==> src/include/i2c_consts.svh <==
`ifndef I2C_CONSTS_SVH
`define I2C_CONSTS_SVH

// i2c_clk cycles per quarter of an SCL bit
`define I2C_QUARTER_DIV 5

// Receive FIFO entries, not counting the output register
`define I2C_FIFO_DEPTH 4

// Longest read in bytes
`define I2C_MAX_READ_LEN 4

// Width of the read length field
`define I2C_LEN_W 3

`endif

==> src/i2c_bus_pkg.sv <==
package i2c_bus_pkg;

    // Quarters of one SCL bit, in bus order
    typedef enum logic [1:0] {
        Q_LOW_A,
        Q_RISE,
        Q_HIGH,
        Q_LOW_B
    } bus_phase_e;

    typedef enum logic [3:0] {
        IDLE,
        START,
        ADDR,
        ADDR_ACK,
        WR_DATA,
        WR_ACK,
        RD_WAIT,
        RD_DATA,
        RD_ACK,
        STOP,
        HOLD
    } ctrl_state_e;

endpackage

==> src/i2c_cmd_pkg.sv <==
`include "i2c_consts.svh"

package i2c_cmd_pkg;

    typedef enum logic {
        OP_WRITE,
        OP_READ
    } cmd_op_e;

    // One command as held by the controller
    typedef struct packed {
        cmd_op_e                 op;
        logic [6:0]              addr;
        // Only used by writes
        logic [7:0]              data;
        // Only used by reads
        logic [`I2C_LEN_W-1:0]   len;
        // End in HOLD instead of STOP
        logic                    rstart;
    } i2c_cmd_t;

endpackage

==> src/i2c_timing_if.sv <==
interface i2c_timing_if
    import i2c_bus_pkg::*;
();

    // Bit clock enable from the controller
    logic       run;
    // Pulse on the first cycle of every quarter
    logic       tick;
    bus_phase_e phase;
    // SCL pull request for the current quarter
    logic       scl_low;

    modport gen (
        input  run,
        output tick,
        output phase,
        output scl_low
    );

    modport ctrl (
        output run,
        input  tick,
        input  phase,
        input  scl_low
    );

endinterface

==> src/i2c_scl_gen.sv <==
`include "i2c_consts.svh"

module i2c_scl_gen
    import i2c_bus_pkg::*;
(
    input  logic       i2c_clk,
    input  logic       rst_n,
    i2c_timing_if.gen  tim
);

    localparam int DIV = `I2C_QUARTER_DIV;
    localparam int CW  = (DIV > 1) ? $clog2(DIV) : 1;

    logic [CW-1:0] cnt_q;
    bus_phase_e    phase_q;
    logic          tick_q;

    // Quarter counter and phase register
    always_ff @(posedge i2c_clk or negedge rst_n) begin
        if (!rst_n) begin
            cnt_q   <= '0;
            phase_q <= Q_LOW_A;
            tick_q  <= 1'b0;
        end else if (!tim.run) begin
            // Parked at the start of a bit so the next run begins cleanly
            cnt_q   <= '0;
            phase_q <= Q_LOW_A;
            tick_q  <= 1'b0;
        end else if (cnt_q == CW'(DIV - 1)) begin
            cnt_q   <= '0;
            phase_q <= bus_phase_e'(phase_q + 2'd1);
            tick_q  <= 1'b1;
        end else begin
            cnt_q   <= cnt_q + 1'b1;
            tick_q  <= 1'b0;
        end
    end

    assign tim.tick  = tick_q;
    assign tim.phase = phase_q;

    // SCL low in both outer quarters, high around the sample point
    assign tim.scl_low = tim.run && ((phase_q == Q_LOW_A) || (phase_q == Q_LOW_B));

endmodule

==> src/i2c_controller.sv <==
`include "i2c_consts.svh"

module i2c_controller
    import i2c_bus_pkg::*;
    import i2c_cmd_pkg::*;
(
    input  logic        i2c_clk,
    input  logic        rst_n,
    input  logic        cmd_valid_i,
    input  i2c_cmd_t    cmd_i,
    output logic        cmd_ready_o,
    input  logic        sda_i,
    output logic        sda_oe_o,
    output logic        scl_oe_o,
    output logic        push_valid_o,
    output logic [7:0]  push_data_o,
    input  logic        push_ready_i,
    output logic        sts_valid_o,
    output logic        sts_nack_o,
    i2c_timing_if.ctrl  tim
);

    localparam logic [`I2C_LEN_W-1:0] MAX_LEN = `I2C_LEN_W'(`I2C_MAX_READ_LEN);

    ctrl_state_e           state_q;
    i2c_cmd_t              cmd_q;
    logic [7:0]            shift_q;
    logic [7:0]            rx_q;
    logic [7:0]            addr_byte;
    logic [2:0]            bit_cnt_q;
    logic [`I2C_LEN_W-1:0] rem_q;
    logic                  run_q;
    logic                  sda_oe_q;
    logic                  ack_q;
    logic                  nack_q;
    logic                  push_q;
    logic                  bit_start;
    logic                  sample;
    logic                  last_byte;

    // Bit boundary and sample point
    assign bit_start = tim.tick && (tim.phase == Q_LOW_A);
    assign sample    = tim.tick && (tim.phase == Q_HIGH);

    assign addr_byte = {cmd_q.addr, cmd_q.op == OP_READ};
    assign last_byte = (rem_q <= `I2C_LEN_W'(1));

    always_ff @(posedge i2c_clk or negedge rst_n) begin
        if (!rst_n) begin
            state_q   <= IDLE;
            run_q     <= 1'b0;
            sda_oe_q  <= 1'b0;
            bit_cnt_q <= '0;
            rem_q     <= '0;
            ack_q     <= 1'b0;
            nack_q    <= 1'b0;
            push_q    <= 1'b0;
        end else begin
            push_q <= 1'b0;
            case (state_q)
                IDLE, HOLD: begin
                    if (cmd_valid_i) begin
                        state_q  <= START;
                        run_q    <= 1'b1;
                        sda_oe_q <= 1'b0;
                        nack_q   <= 1'b0;
                        rem_q    <= (cmd_i.len > MAX_LEN) ? MAX_LEN : cmd_i.len;
                    end
                end
                START: begin
                    // SDA falls while SCL is high
                    if (sample) begin
                        sda_oe_q <= 1'b1;
                    end else if (bit_start) begin
                        state_q   <= ADDR;
                        sda_oe_q  <= ~addr_byte[7];
                        bit_cnt_q <= '0;
                    end
                end
                ADDR, WR_DATA: begin
                    if (bit_start) begin
                        if (bit_cnt_q == 3'd7) begin
                            state_q  <= (state_q == ADDR) ? ADDR_ACK : WR_ACK;
                            sda_oe_q <= 1'b0;
                        end else begin
                            bit_cnt_q <= bit_cnt_q + 1'b1;
                            sda_oe_q  <= ~shift_q[6];
                        end
                    end
                end
                ADDR_ACK: begin
                    if (sample) begin
                        ack_q <= ~sda_i;
                    end else if (bit_start) begin
                        bit_cnt_q <= '0;
                        if (!ack_q) begin
                            state_q  <= STOP;
                            nack_q   <= 1'b1;
                            sda_oe_q <= 1'b1;
                        end else if (cmd_q.op == OP_WRITE) begin
                            state_q  <= WR_DATA;
                            sda_oe_q <= ~cmd_q.data[7];
                        end else begin
                            state_q  <= push_ready_i ? RD_DATA : RD_WAIT;
                            run_q    <= push_ready_i;
                            sda_oe_q <= 1'b0;
                        end
                    end
                end
                WR_ACK: begin
                    // The data ACK is not checked
                    if (bit_start) begin
                        bit_cnt_q <= '0;
                        if (cmd_q.rstart) begin
                            state_q  <= HOLD;
                            run_q    <= 1'b0;
                            sda_oe_q <= 1'b0;
                        end else begin
                            state_q  <= STOP;
                            sda_oe_q <= 1'b1;
                        end
                    end
                end
                RD_WAIT: begin
                    // SCL stays low until the FIFO has room
                    if (push_ready_i) begin
                        state_q   <= RD_DATA;
                        run_q     <= 1'b1;
                        bit_cnt_q <= '0;
                    end
                end
                RD_DATA: begin
                    if (bit_start) begin
                        if (bit_cnt_q == 3'd7) begin
                            state_q  <= RD_ACK;
                            push_q   <= 1'b1;
                            // ACK all but the last byte
                            sda_oe_q <= ~last_byte;
                        end else begin
                            bit_cnt_q <= bit_cnt_q + 1'b1;
                        end
                    end
                end
                RD_ACK: begin
                    if (bit_start) begin
                        bit_cnt_q <= '0;
                        if (!last_byte) begin
                            rem_q    <= rem_q - 1'b1;
                            state_q  <= push_ready_i ? RD_DATA : RD_WAIT;
                            run_q    <= push_ready_i;
                            sda_oe_q <= 1'b0;
                        end else if (cmd_q.rstart) begin
                            state_q  <= HOLD;
                            run_q    <= 1'b0;
                            sda_oe_q <= 1'b0;
                        end else begin
                            state_q  <= STOP;
                            sda_oe_q <= 1'b1;
                        end
                    end
                end
                STOP: begin
                    // bit_cnt_q marks that SCL has gone high in this bit
                    if (sample) begin
                        sda_oe_q  <= 1'b0;
                        bit_cnt_q <= 3'd1;
                    end else if (bit_start) begin
                        state_q <= IDLE;
                        run_q   <= 1'b0;
                    end
                end
                default: begin
                    state_q  <= IDLE;
                    run_q    <= 1'b0;
                    sda_oe_q <= 1'b0;
                end
            endcase
        end
    end

    // Command, transmit shifter and receive shifter
    always_ff @(posedge i2c_clk) begin
        if (cmd_ready_o && cmd_valid_i) begin
            cmd_q <= cmd_i;
        end
        if (bit_start && (state_q == START)) begin
            shift_q <= addr_byte;
        end else if (bit_start && (state_q == ADDR_ACK)) begin
            shift_q <= cmd_q.data;
        end else if (bit_start && ((state_q == ADDR) || (state_q == WR_DATA))) begin
            shift_q <= shift_q << 1;
        end
        if (sample && (state_q == RD_DATA)) begin
            rx_q <= {rx_q[6:0], sda_i};
        end
    end

    always_comb begin
        case (state_q)
            RD_WAIT, HOLD: scl_oe_o = 1'b1;
            // Keep SCL high once STOP has released it
            STOP:          scl_oe_o = tim.scl_low && (bit_cnt_q == '0);
            default:       scl_oe_o = tim.scl_low;
        endcase
    end

    assign tim.run      = run_q;
    assign cmd_ready_o  = (state_q == IDLE) || (state_q == HOLD);
    assign sda_oe_o     = sda_oe_q;
    assign push_valid_o = push_q;
    assign push_data_o  = rx_q;

    // Last cycle before IDLE or HOLD
    assign sts_valid_o = bit_start && ((state_q == STOP) ||
                         (cmd_q.rstart && ((state_q == WR_ACK) ||
                                           ((state_q == RD_ACK) && last_byte))));
    assign sts_nack_o  = nack_q;

endmodule

==> src/i2c_rx_fifo.sv <==
`include "i2c_consts.svh"

module i2c_rx_fifo (
    input  logic       i2c_clk,
    input  logic       rst_n,
    input  logic       push_valid_i,
    input  logic [7:0] push_data_i,
    output logic       push_ready_o,
    output logic       rx_valid_o,
    output logic [7:0] rx_data_o,
    input  logic       rx_ready_i
);

    localparam int DEPTH = `I2C_FIFO_DEPTH;
    localparam int PW    = (DEPTH > 1) ? $clog2(DEPTH) : 1;
    localparam int CW    = $clog2(DEPTH + 1);

    logic [7:0]    mem_q [DEPTH];
    logic [PW-1:0] wptr_q;
    logic [PW-1:0] rptr_q;
    logic [CW-1:0] count_q;
    logic          do_push;
    logic          out_load;

    function automatic logic [PW-1:0] next_ptr(input logic [PW-1:0] ptr);
        return (ptr == PW'(DEPTH - 1)) ? '0 : ptr + 1'b1;
    endfunction

    assign push_ready_o = (count_q != CW'(DEPTH));
    assign do_push      = push_valid_i && push_ready_o;
    // Refill the output register when it is empty or being taken
    assign out_load     = (count_q != '0) && (!rx_valid_o || rx_ready_i);

    always_ff @(posedge i2c_clk or negedge rst_n) begin
        if (!rst_n) begin
            wptr_q     <= '0;
            rptr_q     <= '0;
            count_q    <= '0;
            rx_valid_o <= 1'b0;
        end else begin
            if (do_push) begin
                wptr_q <= next_ptr(wptr_q);
            end
            if (out_load) begin
                rptr_q <= next_ptr(rptr_q);
            end
            if (do_push && !out_load) begin
                count_q <= count_q + 1'b1;
            end else if (!do_push && out_load) begin
                count_q <= count_q - 1'b1;
            end
            if (out_load) begin
                rx_valid_o <= 1'b1;
            end else if (rx_ready_i) begin
                rx_valid_o <= 1'b0;
            end
        end
    end

    always_ff @(posedge i2c_clk) begin
        if (do_push) begin
            mem_q[wptr_q] <= push_data_i;
        end
        if (out_load) begin
            rx_data_o <= mem_q[rptr_q];
        end
    end

endmodule

==> src/i2c_master_top.sv <==
`include "i2c_consts.svh"

module i2c_master_top
    import i2c_cmd_pkg::*;
(
    input  logic                  i2c_clk,
    input  logic                  rst_n,
    input  logic                  cmd_valid_i,
    input  logic                  cmd_op_i,
    input  logic [6:0]            cmd_addr_i,
    input  logic [7:0]            cmd_data_i,
    input  logic [`I2C_LEN_W-1:0] cmd_len_i,
    input  logic                  cmd_rstart_i,
    output logic                  cmd_ready_o,
    output logic                  rx_valid_o,
    output logic [7:0]            rx_data_o,
    input  logic                  rx_ready_i,
    output logic                  sts_valid_o,
    output logic                  sts_nack_o,
    input  logic                  sda_i,
    // Pad readback only, the slave cannot stretch the clock
    input  logic                  scl_i,
    output logic                  sda_oe_o,
    output logic                  scl_oe_o
);

    i2c_cmd_t   cmd;
    logic       push_valid;
    logic       push_ready;
    logic [7:0] push_data;

    i2c_timing_if tim_if ();

    assign cmd = '{
        op:     cmd_op_e'(cmd_op_i),
        addr:   cmd_addr_i,
        data:   cmd_data_i,
        len:    cmd_len_i,
        rstart: cmd_rstart_i
    };

    i2c_scl_gen u_scl_gen (
        .i2c_clk (i2c_clk),
        .rst_n   (rst_n),
        .tim     (tim_if.gen)
    );

    i2c_controller u_controller (
        .i2c_clk      (i2c_clk),
        .rst_n        (rst_n),
        .cmd_valid_i  (cmd_valid_i),
        .cmd_i        (cmd),
        .cmd_ready_o  (cmd_ready_o),
        .sda_i        (sda_i),
        .sda_oe_o     (sda_oe_o),
        .scl_oe_o     (scl_oe_o),
        .push_valid_o (push_valid),
        .push_data_o  (push_data),
        .push_ready_i (push_ready),
        .sts_valid_o  (sts_valid_o),
        .sts_nack_o   (sts_nack_o),
        .tim          (tim_if.ctrl)
    );

    i2c_rx_fifo u_rx_fifo (
        .i2c_clk      (i2c_clk),
        .rst_n        (rst_n),
        .push_valid_i (push_valid),
        .push_data_i  (push_data),
        .push_ready_o (push_ready),
        .rx_valid_o   (rx_valid_o),
        .rx_data_o    (rx_data_o),
        .rx_ready_i   (rx_ready_i)
    );

endmodule

==> config.mk <==
export PLATFORM = sky130hd
export DESIGN_NAME = i2c_master_top
export DESIGN_NICKNAME = d
export VERILOG_FILES = /design/src/i2c_bus_pkg.sv /design/src/i2c_cmd_pkg.sv /design/src/i2c_timing_if.sv /design/src/i2c_scl_gen.sv /design/src/i2c_controller.sv /design/src/i2c_rx_fifo.sv /design/src/i2c_master_top.sv
export VERILOG_INCLUDE_DIRS = /design/src /design/src/include
export SDC_FILE = /design/constraint.sdc
export NUM_CORES = 1
export LEC_CHECK = 0
export BUFFER_PORTS_ARGS = -buffer_cell sky130_fd_sc_hd__buf_2
export CORE_MARGIN = 2
export CORE_UTILIZATION = 59
export CTS_CLUSTER_DIAMETER = 80
export DETAILED_ROUTE_END_ITERATION = 16
export MAX_ROUTING_LAYER = met4
export PLACE_DENSITY_LB_ADDON = 0.25
export RECOVER_POWER = 100
export SYNTH_ARGS = -nofsm -noshare
export SYNTH_HDL_FRONTEND = slang
export SYNTH_SLANG_ARGS = --single-unit
==> constraint.sdc <==
create_clock -name i2c_clk -period 2.59 [get_ports i2c_clk]
set_input_delay 0.3885 -clock i2c_clk [delete_from_list [all_inputs] [get_ports i2c_clk]]
set_output_delay 0.3885 -clock i2c_clk [all_outputs]
set_load 0.01 [all_outputs]
==> summary.md <==
### Clock tree
• 9 — CTS buffer count
• 0 — post-CTS resize count
• 0 — setup repair bufs after CTS
• built — clock tree from TritonCTS
• 370 ps — clock latency at the later pin of the worst-skew pair
• 0 — post-cts hold buffer count
• clkbuf_8 — root cell of the clock tree
• 101 — # clock sinks
• 2 — number of buffers on the longest clock path
• 100 ps — clock-pin slew on the worst setup and hold paths
• 3 — CTS H-tree lvls

### Logic synthesis
• 0.287 — Async SR Flop Fraction
• 398 — synthesized net count
• 72 — number of enable-type register cells in the synthesized netlist
• edfxtp_1 — most used flip-flop cell after synthesis
• 0.607 — share of synthesized area occupied by flip-flops and latches
• 101 — flip-flop and latch count after synthesis
• 64 — unique cell type count in the Yosys netlist
• 0.00476 mm2 — Netlist Area Pre-Place
• 0 — synth warn
• 13.4 um2 — syn_area_per_cell
• 356 — gate count after technology mapping

### STA
• 420 MHz — fmax
• 1630 ps — Worst Max-Slew Pin Slew
• 13.5 ps — clk_skew
• 0 — Finish-stage setup viols
• 210 ps — least setup slack across all paths after layout
• 0.919 — post-route clock period utilization
• 0 ps — Sum Neg Setup Slack
• 2380 ps — clock period minus final worst setup slack
• -0.0850 — remaining max-slew budget at the tightest pin
• 30 — max-slew violation total from the final report
• 0 — number of hold violations in the final report
• no — RSZ-0062 raised after global routing

### Worst setup path
• reg -> reg — Crit Path Category
• u_controller.state_q[2] — end of the worst register-to-register path
• 2630 ps — arrival time at the worst endpoint
• 16 — crit-path max FO
• flip-flop — kind of capture point of the worst setup path
• flip-flop — CP startpoint kind
• u_controller.state_q[3] — worst flop-to-flop path startpoint
• 2840 ps — Critical Path RT
• 6 — path depth of the worst reg2reg path
• 210 ps — r2r setup slk

### Layout
• 0.672 — final cell utilization of the core
• 443 — number of nets in the layout
• 72 x edfxtp_1, 27 x dfrtp_1, 23 x buf_2 — commonest non-fill, non-tap cells in the layout
• 0.00522 mm2 — final instance area
• 582 — Filler Cells Inserted
• 9.65% — Syn-to-layout area delta
• 0.148 — fraction of layout cells with a size suffix above 1
• 508 — Cell Count, Final, Fillers Out
• edfxtp_1 — most common library cell in the layout ignoring fill and taps
• 0 — count of inserted antenna diode cells

### Route
• 5.83 — vias per cell
• met4 — highest metal layer with signal wires
• 0 — final antenna-violating net count
• 224 — detailed router's first-iteration violation count
• 0 — DRC violation count after routing
• 396 um — routed wl met3
• 2963 — number of vias in the routed layout
• 5 — drt first pass iters
• 8540 um — drt total wl
• 3830 um — metal1 wirelength
• 4150 um — met2 wire length
• 16.8 um — post-detailed-route wirelength per cell

### Global route
• 0.221 — GRT Resource Usage Total
• 0 — number of antenna violations at the first check in global routing
• 30 — maximum number of pins on one net before global-route repair
• 2991 — vias in the first global route
• 0 — GR Overflow Total
• 14300 um — first-pass GRT wire length

### Hold path
• cmd_addr_i[1] — origin of the worst min-delay path
• 1 — cell depth of the worst min-delay path
• u_controller.addr_byte[2] — capture endpoint of the worst hold path
• in -> reg — Hold Crit Class

### Power and ir drop
• 645 mW/mm2 — total power per unit cell area
• 0.298 — part of the total power dissipated in the clock network
• 2.46 mW — Int Power
• 0.902 mW — net switching power of the design
• 0.120 — Gate power share
• 2.00 nW — standby leakage power
• 0.268 — net switching share of the total power
• 0.419 mV — Max rail drop VDD
• 0.582 — power share of the sequential group

### Floorplan
• 0.00880 mm2 — Die Footprint
• 40 — number of top-level pins
• 93.8 um — overall die height
• 32 — count of standard-cell rows
• 0.612 — Initial Util
• 0.00777 mm2 — area of the core region
• 93.8 um — horizontal die dimension

### Placed design
• 0.973 — gp weighted congestion
• 38 — number of port buffers
• 0.00507 mm2 — instance area after placement
• 492 — placed cell count
• 6060 um — detailed placement HPWL
• 397 ps — worst slack, placed

### Job
• 1 — maximum capacitance violations

### Outcome
• capacitance limit, slew limit — violated checks
• complete, but fails checks — run status

==> worst max-delay path: stages, from the launching register on <==
cell and delay, ps:
dfrtp_1 660, clkbuf_1 400, or2_0 210, or3_1 170, nand4b_1 130, nor2_1 330, mux2_1 360
==> layer usage <==
metal  GRT usage  vias to the layer above
met5           -                        -
met4      0.0870                        0
met3      0.0369                       16
met2       0.356                      103
met1       0.285                     1418
li1            -                     1426
==> Yosys cell counts, types with 6 or more instances <==
cell type	number	area (um2)
nor2_1	19	71.3
dfrtp_1	29	726
and3_1	8	50.1
o211ai_1	8	60.1
mux4_2	8	180
inv_1	22	82.6
o21ai_0	12	60.1
mux2i_1	11	110
nor2b_1	6	37.5
edfxtp_1	72	2160
nor3_1	7	35.0
a21oi_1	15	75.1
nand2b_1	6	37.5
ha_1	15	188
nand2_1	19	71.3
==> cell families (layout without fill, tap and decap cells) <==
logic type	after synthesis	in the layout	share of synthesized area
xor gates and xnor gates	6	6	0.0110
buffers and inverters	39	89	0.0416
muxes	26	26	0.0776
adders and majority gates	16	16	0.0437
AOI/OAI and AO/OA	66	66	0.0965
and+or+nand+nor	102	102	0.123
DFF	101	101	0.607
==> worst max path at each step <==
stage / slack (ps) / start / to / depth (start not counted)
global placement: 430 / u_controller.state_q[1] / u_controller.state_q[2] / 5
finish: 210 / u_controller.state_q[3] / u_controller.state_q[2] / 6
floorplan: 380 / u_rx_fifo.count_q[0] / u_rx_fifo.count_q[1] / 7
global route: 40 / u_controller.state_q[3] / scl_oe_o / 5
CTS: 110 / u_controller.state_q[2] / scl_oe_o / 5
detailed placement: 400 / u_controller.state_q[1] / u_controller.state_q[2] / 5
==> state kept, by name, summed over array words and instances, names as in the netlist, 2 cells and up <==
| register | count |
|---|---|
| u_scl_gen.tim.phase | 2 |
| u_controller.push_data_o | 8 |
| u_controller.bit_cnt_q | 3 |
| u_rx_fifo.rx_data_o | 8 |
| u_rx_fifo.count_q | 3 |
| u_controller.shift_q | 7 |
| u_rx_fifo.mem_q | 32 |
| u_controller.state_q | 4 |
| u_rx_fifo.rptr_q | 2 |
| u_controller.rem_q | 3 |
| u_controller.cmd_q | 9 |
| u_rx_fifo.wptr_q | 2 |
| u_scl_gen.cnt_q | 3 |
| u_controller.addr_byte | 8 |
==> through the flow <==
step / power [mW] / hold slack (ps)
after global routing: 3.51 / 167
after CTS: 3.42 / 68.7
after global placement: 2.41 / 474
after detailed placement: 2.43 / 485
after floorplan: 2.28 / 92.9
final: 3.36 / 189
==> area by class of cell <==
| class | count | area (um2) | area share |
|---|---|---|---|
| clock buffers | 9 | 124 | 0.0237 |
| inverters | 22 | 82.6 | 0.0158 |
| repair buffers | 51 | 253 | 0.0485 |
| well taps | 102 | 128 | 0.0245 |
| clock inverters | 7 | 88.8 | 0.0170 |
| multi-input cells | 216 | 1650 | 0.316 |
| flip-flops and latches | 101 | 2890 | 0.554 |
==> power groups by stage <==
| stage | clock (mW) | sequential (mW) | combinational (mW) |
|---|---|---|---|
| final | 1.00 | 1.96 | 0.404 |
| after global routing | 1.09 | 1.98 | 0.444 |
| after CTS | 1.03 | 1.96 | 0.436 |
| after detailed placement | 0 | 1.99 | 0.433 |
| after global placement | 0 | 1.99 | 0.415 |
| after floorplan | 0 | 1.96 | 0.317 |
Note: power is estimated with default switching activity, not from simulation.
